<file path="src/include/mem2rw_defines.svh">
`ifndef MEM2RW_DEFINES_SVH
`define MEM2RW_DEFINES_SVH

// Data word width
`define MEM_WIDTH 16

// Logical address space
`define MEM_NUMADDR 384
`define MEM_BITADDR 9

// Banks and rows per bank, the bank count need not be a power of two
`define MEM_NUMVBNK 6
`define MEM_BITVBNK 3
`define MEM_NUMVROW 64
`define MEM_BITVROW 6

// Physical address is the bank index above the row index
`define MEM_BITPADR 9

// Bank read latency in cycles
`define MEM_SRAM_DELAY 2

`endif

</file>
<file path="src/rtl/mem2rw_pkg.sv">
`default_nettype none

`include "mem2rw_defines.svh"

package mem2rw_pkg;

  typedef logic [`MEM_WIDTH-1:0] data_t;

  typedef logic [`MEM_BITADDR-1:0] addr_t;

  typedef logic [`MEM_BITVBNK-1:0] vbnk_t;

  typedef logic [`MEM_BITVROW-1:0] vrow_t;

  // Bank in the upper bits, row in the lower bits
  typedef logic [`MEM_BITPADR-1:0] padr_t;

endpackage

`default_nettype wire

</file>
<file path="src/rtl/mem2rw_ctrl.sv">
`default_nettype none

`include "mem2rw_defines.svh"

module mem2rw_ctrl (
  input  logic              clk,
  input  logic              rst,
  input  logic [1:0]        read,
  input  logic [1:0]        write,
  input  mem2rw_pkg::addr_t addr [2],
  input  mem2rw_pkg::data_t din [2],
  output logic              ready,
  output logic [1:0]        rd_vld,
  output mem2rw_pkg::data_t rd_dout [2],
  output logic [1:0]        rd_fwrd,
  output mem2rw_pkg::padr_t rd_padr [2],
  output logic              t1_read [`MEM_NUMVBNK][2],
  output logic              t1_write [`MEM_NUMVBNK][2],
  output mem2rw_pkg::vrow_t t1_addr [`MEM_NUMVBNK][2],
  output mem2rw_pkg::data_t t1_din [`MEM_NUMVBNK][2],
  input  mem2rw_pkg::data_t t1_dout [`MEM_NUMVBNK][2]
);

  import mem2rw_pkg::*;

  localparam int LAST = `MEM_SRAM_DELAY - 1;

  logic [1:0] rd_req;
  logic [1:0] wr_req;
  logic       same_addr;
  logic [1:0] wr_bank;
  logic [1:0] rd_bank;
  logic [1:0] fwd;
  vbnk_t      vbnk [2];
  vrow_t      vrow [2];

  // The memory comes up usable on the first cycle out of reset
  always_ff @(posedge clk) begin
    if (rst) begin
      ready <= 1'b0;
    end else begin
      ready <= 1'b1;
    end
  end

  assign rd_req    = read & {2{ready}};
  assign wr_req    = write & {2{ready}};
  assign same_addr = (addr[0] == addr[1]);

  for (genvar p = 0; p < 2; p++) begin : g_split
    vaddr_split u_split (
      .vaddr (addr[p]),
      .vbadr (vbnk[p]),
      .vradr (vrow[p])
    );
  end

  // Port 1 wins a write collision, port 0's write is dropped
  assign wr_bank[0] = wr_req[0] && !(wr_req[1] && same_addr);
  assign wr_bank[1] = wr_req[1];

  // A read that meets a write to its address takes the write data instead
  assign fwd[0]     = rd_req[0] && wr_req[1] && same_addr;
  assign fwd[1]     = rd_req[1] && wr_req[0] && same_addr;
  assign rd_bank    = rd_req & ~fwd;

  always_comb begin
    for (int b = 0; b < `MEM_NUMVBNK; b++) begin
      for (int p = 0; p < 2; p++) begin
        t1_read[b][p]  = rd_bank[p] && (vbnk[p] == vbnk_t'(b));
        t1_write[b][p] = wr_bank[p] && (vbnk[p] == vbnk_t'(b));
        t1_addr[b][p]  = vrow[p];
        t1_din[b][p]   = din[p];
      end
    end
  end

  for (genvar p = 0; p < 2; p++) begin : g_pipe
    logic  vld_q [`MEM_SRAM_DELAY];
    logic  fwd_q [`MEM_SRAM_DELAY];
    data_t fdat_q [`MEM_SRAM_DELAY];
    padr_t padr_q [`MEM_SRAM_DELAY];
    vbnk_t out_bnk;
    data_t bank_dout;

    always_ff @(posedge clk) begin
      if (rst) begin
        for (int i = 0; i < `MEM_SRAM_DELAY; i++) begin
          vld_q[i] <= 1'b0;
          fwd_q[i] <= 1'b0;
        end
      end else begin
        vld_q[0] <= rd_req[p];
        fwd_q[0] <= fwd[p];
        for (int i = 1; i < `MEM_SRAM_DELAY; i++) begin
          vld_q[i] <= vld_q[i-1];
          fwd_q[i] <= fwd_q[i-1];
        end
      end
    end

    // The forwarded word is the other port's write data
    always_ff @(posedge clk) begin
      fdat_q[0] <= din[1-p];
      padr_q[0] <= {vbnk[p], vrow[p]};
      for (int i = 1; i < `MEM_SRAM_DELAY; i++) begin
        fdat_q[i] <= fdat_q[i-1];
        padr_q[i] <= padr_q[i-1];
      end
    end

    assign out_bnk = padr_q[LAST][`MEM_BITPADR-1:`MEM_BITVROW];

    // Pick this port's output from the bank that was addressed
    always_comb begin
      bank_dout = '0;
      for (int b = 0; b < `MEM_NUMVBNK; b++) begin
        if (out_bnk == vbnk_t'(b)) bank_dout = t1_dout[b][p];
      end
    end

    assign rd_vld[p]  = vld_q[LAST];
    assign rd_fwrd[p] = vld_q[LAST] && fwd_q[LAST];
    assign rd_dout[p] = fwd_q[LAST] ? fdat_q[LAST] : bank_dout;
    assign rd_padr[p] = padr_q[LAST];
  end

endmodule

`default_nettype wire

</file>
<file path="src/rtl/vaddr_split.sv">
`default_nettype none

`include "mem2rw_defines.svh"

module vaddr_split (
  input  mem2rw_pkg::addr_t vaddr,
  output mem2rw_pkg::vbnk_t vbadr,
  output mem2rw_pkg::vrow_t vradr
);

  import mem2rw_pkg::*;

  // Consecutive addresses rotate across the banks, so the remainder picks the
  // bank and the quotient picks the row inside it
  logic [31:0] bank_full;
  logic [31:0] row_full;

  assign bank_full = 32'(vaddr) % `MEM_NUMVBNK;
  assign row_full  = 32'(vaddr) / `MEM_NUMVBNK;

  // Both results fit their fields for any address below MEM_NUMADDR
  assign vbadr = vbnk_t'(bank_full);
  assign vradr = vrow_t'(row_full);

endmodule

`default_nettype wire

</file>
<file path="config.mk">
export PLATFORM = sky130hd
export DESIGN_NAME = mem2rw_ctrl
export DESIGN_NICKNAME = d
export VERILOG_FILES = /design/src/rtl/mem2rw_pkg.sv /design/src/rtl/mem2rw_ctrl.sv /design/src/rtl/vaddr_split.sv
export VERILOG_INCLUDE_DIRS = /design/src /design/src/include
export SDC_FILE = /design/constraint.sdc
export NUM_CORES = 1
export LEC_CHECK = 0
export BUFFER_PORTS_ARGS = -buffer_cell sky130_fd_sc_hd__buf_2
export CAP_MARGIN = 0
export CORE_AREA = 2 2 229 231
export DETAILED_ROUTE_END_ITERATION = 10
export DIE_AREA = 0 0 231 233
export GPL_TIMING_DRIVEN = 0
export HOLD_SLACK_MARGIN = 0.12
export SYNTH_ARGS = -nofsm -noshare
export SYNTH_HDL_FRONTEND = slang
export SYNTH_SLANG_ARGS = --single-unit
</file>
<file path="constraint.sdc">
create_clock -name clk -period 17.8 [get_ports clk]
set_input_delay 5.34 -clock clk [delete_from_list [all_inputs] [get_ports clk]]
set_output_delay 5.34 -clock clk [all_outputs]
set_load 0.005 [all_outputs]
</file>
==> results.md, run 1 <==
* Capture point of the worst reg-to-reg path: g_pipe[1].fwd_q[0][0]
* Maximum clock path buffer count at 2
* Yosys Warn Count at 0
* Achievable frequency at just over 70 MHz
* GRT Total Usage at 11.5%
* Status: finished, final reports clean
* Standard cell with the maximum stage delay on the critical path: or4_1
* Reg-to-reg setup timing slack at 16.77 ns
* I/O pin total at about 590
* Pin count of the biggest net entering global routing at 18
* Cell depth of the worst flop-to-flop path at 2
* Max-slew violation count at 0
* Core Region at ~51000 µm²
* FILL cells at about 5.6k
* GRT overflow at 0
* Cell breakdown of the critical path: buf_2 > buf_2 > clkbuf_1 > ha_1 > nand3b_1 > and3_1 > or4_1 > o2111ai_1 > a211o_1 > buf_6 > nor3_2 > nand2b_1 > o21ai_1 > buf_4 > buf_2
* Final total negative setup slack at 0 ns
* Die boundary width at approximately 230 µm
* Starting DRC count in detailed routing at 477
* Largest area contributor in the netlist: dfxtp_1
* Share of post-route cells with drive strength above 1 at 61.2%
* Number of nets at the end of the flow at 1776
* Num Clock Sinks at 109
* Clk slew on worst S/H paths at approximately 0.070 ns
* Post-Syn Nets at 1179
* TritonCTS clock tree: yes
* Total length of routed wires at 33.8 mm
* Endpoints failing setup at 0
* Setup repair bufs after CTS at 0
* Worst Skew at 0.00429 ns
* Initial standard-cell utilization of the core at 15.5%
* Final antenna-violating net count at 0
* Site Rows at 83
* Hold Path Origin: g_pipe[0].fdat_q[0][12]
* DRC viols at 0
* RSZ-0062 raised after global routing: no
* Cells resized by post-CTS repair at 0
* Hold crit path type: flop to flop
* Total number of vias at roughly 8.6k
* Avg Synthesized Cell Area at approximately 8.5 µm²
* Detail Placement HPWL at 28.8 mm
* CTS root buf: clkbuf_16
* Worst-case headroom to the max-slew limit at 31.3%
* Number of buffers created by CTS at 9
* Total buffers and inverters traversed by the critical path at 6
* Destination of the worst hold path: g_pipe[0].fdat_q[0][28]
* Source of the worst register-to-register timing path: ready
* Count of distinct cell types in the synthesized netlist at 74
* Worst-skew pair later-pin latency at around 0.37 ns
* Count of H-tree levels built during CTS at 3
* Number of vias per cell after detailed routing at 3.89
* Kind of cell with the highest combined delay on the critical path: simple AND/OR/NAND/NOR gates
* Via count of the first global-routing pass at 7639
* Area taken by multi-input logic gates at 3360 µm²
* Most used cell along the critical path: buf_2
* Dominant cell by count in the synthesized netlist: buf_4
* Placed Instance Area at approximately 12000 µm²
* Max incr delay on CP at 0.54 ns
* DIE AREA at 53800 µm²
* Cell types with the largest area share after synthesis: dfxtp_1, buf_4, mux2i_1
* Global-route wire length before repair at 46.5 mm
* Power density over the cells at 71.9 nW/µm²
* Antenna violations before repair at 11
* Pleak at between 0.006 and 0.007 µW
* Share of the yosys chip area belonging to registers at 27.5%
* Post-synthesis cell count at 929
* GP Congestion at roughly 0.85
* Area share of the largest cell type after synthesis at between 20% and 30%
* Detailed-router iteration count before antenna repair at 7
* Hold Path Stages at 0
* Type of the worst setup path: primary input to output port
* Register cell area after layout at 2180 µm²
* Commonest cells in the synthesized netlist: buf_4, dfxtp_1, mux2i_1
* Count of buffers from port buffering at 586
* Most instantiated flip-flop cell in the synthesis netlist: dfxtp_1
* Area grow syn2layout at 51.4%
* Worst Max-Slew Pin Slew at 1.02 ns
* Final standard cell area without fillers at 12000 µm²
* Final Critical Period at 14.05 ns
* Proportion of synthesized flip-flops having asynchronous set or reset at 0%
* CTS hold repair buffers at 0
* Post-Synthesis Cell Area at slightly below 8000 µm²
* Post-synthesis sequential element count at roughly 110
* Nature of the critical path endpoint: output port
* Highest fanout seen on the critical path at 10
* IR Drop Worst-Case VDD at 0.0000354 V
* Critical path startpoint category: primary input
* Final Hold Viols at 0
* Fin crit share at 78.9%
* Data arrival time of the worst path at 8.71 ns
* Post-synth EDFFs at 0
* Data required time of the worst path at around 12 ns
* MaxCap Viol Count at 0
* Vertical extent of the die at 233 µm
* Post-detailed-route wirelength per cell at 15.3 µm
-- worst max-delay path by stage --
stage | startpoint | end | slack (ns) | depth (start not counted)
after floorplan | addr[16] | t1_addr[18] | 4.59 | 13
after global placement | addr[16] | t1_addr[66] | 3.83 | 15
after detailed placement | addr[16] | t1_addr[66] | 3.82 | 15
after CTS | addr[16] | t1_addr[66] | 3.77 | 15
after global routing | addr[16] | t1_addr[30] | 3.55 | 15
final | addr[16] | t1_addr[66] | 3.75 | 15
-- logic make-up (layout without fill, tap and decap cells) --
logic type                 count (synthesis)  after routing  synth area share, %
AOI/OAI and AO/OA                        192            192                 16.8
other                                      0              1                    0
adders and majority gates                  3              3                0.441
and+or+nand+nor                          165            165                 11.7
DFF                                      109            109                 27.5
buffers and inverters                    357            959                 30.2
muxes                                     88             88                 11.7
xor gates and xnor gates                  15             15                 1.65
-- per-layer routing --
metal	share of wire [%]	vias up	wire, µm	global-route usage, %
met5	0.13	-	44	0
met4	2.4	6	807	4.07
li1	-	4164	-	-
met3	8.7	44	2950	3.81
met2	49	447	16600	19.5
met1	40	3939	13400	13.6
-- state kept, by name, summed over array words and instances (netlist names) --
name           count
g_pipe.fdat_q     64
g_pipe.fwd_q       4
g_pipe.padr_q     36
g_pipe.vld_q       4
ready              1
-- worst register-to-register path, cell delays in order, from the launching register on --
cell	delay (ns)
dfxtp_1	0.58
and3_1	0.25
and3_1	0.15
-- final cells by class --
class | count | area share (%)
Inverter | 30 | 0.936
Antenna cell | 1 | 0.0208
Tap cell | 680 | 7.07
Clock inverter | 4 | 0.260
Multi-Input combinational cell | 463 | 27.9
Timing Repair Buffer | 586 | 24.4
Sequential cell | 109 | 18.1
Buffer | 327 | 19.0
Clock buffer | 12 | 2.22
-- report_power, final --
part           total (µW)  internal [µW]  switching (µW)  leakage [µW]
clock network         204            107            97.7      0.000137
registers             272            264            7.67      0.000917
logic                 388            202             186       0.00510
total                 864            573             292       0.00616
-- metrics by stage --
step | hold WS, ns | util [%] | std cells | setup slack, ns | total power, µW
floorplan | 0.310 | - | 929 | 4.59 | 502
global route | 0.335 | 23.5 | 2211 | 3.55 | 924
finish | 0.328 | 23.5 | 2212 | 3.75 | 864
detailed placement | 0.312 | 23.0 | 2195 | 3.82 | 666
global placement | 0.311 | 23.0 | 2195 | 3.83 | 661
CTS | 0.330 | 23.5 | 2211 | 3.77 | 884
-- layout by cell type, fill, tap and decap left out, types with 4 or more instances in the layout --
master,Yosys,routed
buf_2,10,596
buf_4,273,273
dfxtp_1,109,109
mux2i_1,53,53
clkbuf_1,35,35
o21ai_0,35,35
nand2_1,35,35
a21oi_1,34,34
mux2_2,34,34
nor2_1,33,33
inv_1,30,30
o22ai_1,25,25
a21o_1,21,21
a222oi_1,20,20
nor2b_1,14,14
nand2b_1,13,13
xnor2_1,11,11
and3_1,10,10
nand3b_1,9,9
nand3_1,9,9
clkbuf_16,0,9
a31oi_1,8,8
o211ai_1,6,6
o21ai_1,6,6
buf_1,6,6
and2_1,5,5
nor3b_1,5,5
nand4b_1,5,5
nand4_1,5,5
nor3_1,4,4
a211oi_1,4,4
xor2_1,4,4
(Power assumes the default switching activity.)
==> inputs of run 2 (changes only) <==
--- a/config.mk
+++ b/config.mk
@@ -6,11 +6,12 @@
 export SDC_FILE = /design/constraint.sdc
 export NUM_CORES = 1
 export LEC_CHECK = 0
+export ABC_AREA = 1
 export BUFFER_PORTS_ARGS = -buffer_cell sky130_fd_sc_hd__buf_2
 export CAP_MARGIN = 0
-export CORE_AREA = 2 2 229 231
+export CORE_AREA = 2 2 230 232
 export DETAILED_ROUTE_END_ITERATION = 10
-export DIE_AREA = 0 0 231 233
+export DIE_AREA = 0 0 232 234
 export GPL_TIMING_DRIVEN = 0
 export HOLD_SLACK_MARGIN = 0.12
 export SYNTH_ARGS = -nofsm -noshare
==> constraint.sdc (replaced) <==
create_clock -name clk -period 12.2 [get_ports clk]
set_input_delay 3.66 -clock clk [delete_from_list [all_inputs] [get_ports clk]]
set_output_delay 3.66 -clock clk [all_outputs]
set_load 0.005 [all_outputs]
==> run 2 against run 1 <==
  * Sequential power rose by 51%
  * Sequential share of layout area rose by 0.52 points
  * Total power rose by 61%
  * Critical path depth rose by 13
  * Cell area fell by 2.8%
  * Die area rose by 0.86%
  * Critical endpoint is now t1_read[3]
  * Largest cell class unchanged
==> results.md, run 2 <==
* Source of the worst register-to-register timing path: ready
* Status: finished, final reports clean
* I/O pin total at 591 (unchanged)
* RSZ-0062 raised after global routing: no
* Share of the yosys chip area belonging to registers at 28.7% (+1.3 points)
* Cell depth of the worst flop-to-flop path at 3 (+1)
* CTS root buf: clkbuf_16
* Final Hold Viols at 0 (unchanged)
* Number of nets at the end of the flow at 1910 (+7.5%)
* DRC viols at 0 (unchanged)
* Worst-case headroom to the max-slew limit at 47.0% (+16 points)
* Area grow syn2layout at 54.0%
* Hold Path Stages at 0 (unchanged)
* Dpl cells at 2337 (+6.5%)
* Avg Synthesized Cell Area at 7.15 µm² (-16%)
* Vertical extent of the die at 234 µm (+0.43%)
* Die boundary width at 232 µm (+0.43%)
* MaxCap Viol Count at 0 (unchanged)
* Worst Skew at 0.00625 ns (+0.00196 ns)
* Clk slew on worst S/H paths at 0.09 ns (+0.02 ns)
* Power density over the cells at 119 nW/µm² (+65%)
* TritonCTS clock tree: yes
* Nature of the critical path endpoint: output port
* Register with the highest flop count: g_pipe.fdat_q
* Starting DRC count in detailed routing at 432 (-9.4%)
* Maximum clock path buffer count at 2 (unchanged)
* Kind of cell with the highest combined delay on the critical path: simple AND/OR/NAND/NOR gates
* Post-Syn Nets at 1312 (+11%)
* Cell types with the largest area share after synthesis: dfxtp_1, buf_4, nand3_1
* Proportion of synthesized flip-flops having asynchronous set or reset at 0% (unchanged)
* Post-synth EDFFs at 0 (unchanged)
* Pin count of the biggest net entering global routing at 21 (+3)
* Share of post-route cells with drive strength above 1 at 56.5% (-4.7 points)
* Setup repair bufs after CTS at 0 (unchanged)
* GRT Total Usage at 11.0% (-0.53 points)
* Dominant cell by count in the synthesized netlist: buf_4
* Hold Path Origin: g_pipe[1].padr_q[0][4]
* Top flop regs: g_pipe.fdat_q (64), g_pipe.padr_q (36)
* Num Clock Sinks at 109 (unchanged)
* Max-slew violation count at 0 (unchanged)
* Commonest cells in the synthesized netlist: buf_4, nand2_1, nand3_1
* Largest area contributor in the netlist: dfxtp_1
* Largest register FFs at 64 (unchanged)
* Min Hold Slack at 0.329 ns (+0.00101 ns)
* Capture point of the worst reg-to-reg path: g_pipe[1].fwd_q[0][0]
* Hold crit path type: flop to flop
* Most used cell along the critical path: nand3_2
* Area taken by multi-input logic gates at 2770 µm² (-18%)
* IR Drop Worst-Case VDD at 0.0000547 V (+54%)
* Post-synthesis sequential element count at 109 (unchanged)
* Area share of the largest cell type after synthesis at 28.7% (+1.3 points)
* Worst Max-Slew Pin Slew at 0.788 ns (-0.233 ns)
* Number of buffers created by CTS at 9 (unchanged)
* Standard cell with the maximum stage delay on the critical path: nand3_2
* Detailed-router iteration count before antenna repair at 6 (-1)
* Final total negative setup slack at 0 ns (unchanged)
* Post-detailed-route wirelength per cell at 13.9 µm (-8.7%)
* Fin crit share at 91.2%
* Count of buffers from port buffering at 587 (+0.17%)
* Worst-skew pair later-pin latency at 0.38 ns (about the same)
* Antenna violations before repair at 6 (-5)
* Post-Synthesis Cell Area at 7590 µm² (-4.4%)
* Global-route wire length before repair at 44.1 mm (-5.1%)
* Initial standard-cell utilization of the core at 14.6% (-0.95 points)
* GP Congestion at 1.03 (+21%)
* DIE AREA at 54300 µm² (+0.86%)
* Endpoints failing setup at 0 (unchanged)
* Most instantiated flip-flop cell in the synthesis netlist: dfxtp_1
* Number of vias per cell after detailed routing at 3.71 (-4.7%)
* Cells resized by post-CTS repair at 0 (unchanged)
* Final antenna-violating net count at 0 (unchanged)
* Register cell area after layout at 2180 µm² (unchanged)
* Total number of vias at 8726 (+1.5%)
* Count of H-tree levels built during CTS at 3 (unchanged)
* Type of the worst setup path: primary input to output port
* Post-synthesis cell count at 1062 (+14%)
* Total length of routed wires at 32.8 mm (-2.8%)
* Achievable frequency at approximately 90 MHz
* Data required time of the worst path at 8.54 ns (-3.92 ns)
* Reg-to-reg setup timing slack at 11.37 ns (-5.40 ns)
* Detail Placement HPWL at 27.9 mm (-3.2%)
* Destination of the worst hold path: g_pipe[1].padr_q[0][13]
* Final Critical Period at 11.13 ns
* Yosys Warn Count at 0 (unchanged)
* Total chip power at 1390 µW (+61%)
* Count of distinct cell types in the synthesized netlist at 32 (-57%)
* Site Rows at 84 (+1.2%)
* Most frequent standard cell in the layout excluding fill and tap cells: buf_2
* Max incr delay on CP at 0.27 ns (-0.27 ns)
* Critical path startpoint category: primary input
* Highest fanout seen on the critical path at 10 (unchanged)
* Final cell utilization of the core at 22.5% (-1.1 points)
* Pleak at 0.00633 µW (+2.8%)
* FILL cells at 5877 (+4.2%)
* Via count of the first global-routing pass at 7330 (-4.0%)
* GRT overflow at 0 (unchanged)
* Non-Filler Instances at 2355 (+6.5%)
* CTS hold repair buffers at 0 (unchanged)
* Core Region at 52000 µm² (+1.8%)
* Data arrival time of the worst path at 7.47 ns (-1.24 ns)
* Leading cell types in the layout, fill and taps excluded: buf_2, buf_4, nand2_1
* Total buffers and inverters traversed by the critical path at 5 (-1)
-- run 2: cell types whose count changed in the layout (fill, tap and decap cells not counted), sizes merged, moves of 21 or more --
cell,change
mux2,-34
a21oi,+32
nand2,+101
mux2i,-54
o21ai,+49
inv,+86
a21o,-21
nand3,+131
-- run 2: power breakdown --
part | switching (µW) | internal, µW | total (µW) | leakage, µW
clock | 162 | 145 | 307 | 0.000144
combinational | 367 | 305 | 672 | 0.00527
sequential | 18.3 | 392 | 410 | 0.000916
total | 547 | 842 | 1390 | 0.00633
-- run 2: layout make-up --
cell class | count | area share (%)
Buffer | 305 | 18.8
Inverter | 118 | 3.82
Clock buffer | 10 | 1.96
Timing Repair Buffer | 587 | 25.1
Clock inverter | 6 | 0.578
Multi-Input combinational cell | 530 | 23.7
Tap cell | 688 | 7.36
Antenna cell | 2 | 0.0428
Sequential cell | 109 | 18.7
-- run 2: cell families after synthesis --
kind of cell | count (synthesis) | synth area share, %
and+or+nand+nor | 343 | 23.1
adders and majority gates | 2 | 0.330
xor gates and xnor gates | 5 | 0.577
AOI/OAI and AO/OA | 180 | 12.5
buffers and inverters | 423 | 34.8
DFF | 109 | 28.7
-- run 2: per-stage QoR --
step | worst slack [ns] | cell area [µm²]
floorplan | 1.85 | 7590
global placement | 1.04 | 11400
detailed placement | 1.04 | 11400
CTS | 1.01 | 11700
global route | 0.691 | 11700
finish | 1.07 | 11700
-- run 2: per-layer routing --
layer,part of all wire (%),GRT usage (%),wire length [µm],vias to the layer above
met2,46,17.3,15100,473
met3,9.4,3.87,3080,39
li1,-,-,-,4376
met4,2.0,4.43,645,6
met5,0.33,1.25,109,-
met1,42,13.6,13900,3832
-- run 2: worst max path at each step --
stage	slack [ns]	cells after the start	start	end
5_1_grt	0.69	28	addr[16]	t1_read[3]
2_1_floorplan	1.85	28	addr[7]	t1_read[0]
3_3_place_gp	1.04	28	addr[16]	t1_read[3]
6_report	1.07	28	addr[16]	t1_read[3]
4_1_cts	1.01	28	addr[16]	t1_read[3]
3_5_place_dp	1.04	28	addr[16]	t1_read[3]
-- run 2: worst register-to-register path, stage by stage, from the launching register on --
cell and delay (ns):
dfxtp_1 0.35, buf_6 0.13, nand4_1 0.15, nor2_1 0.14
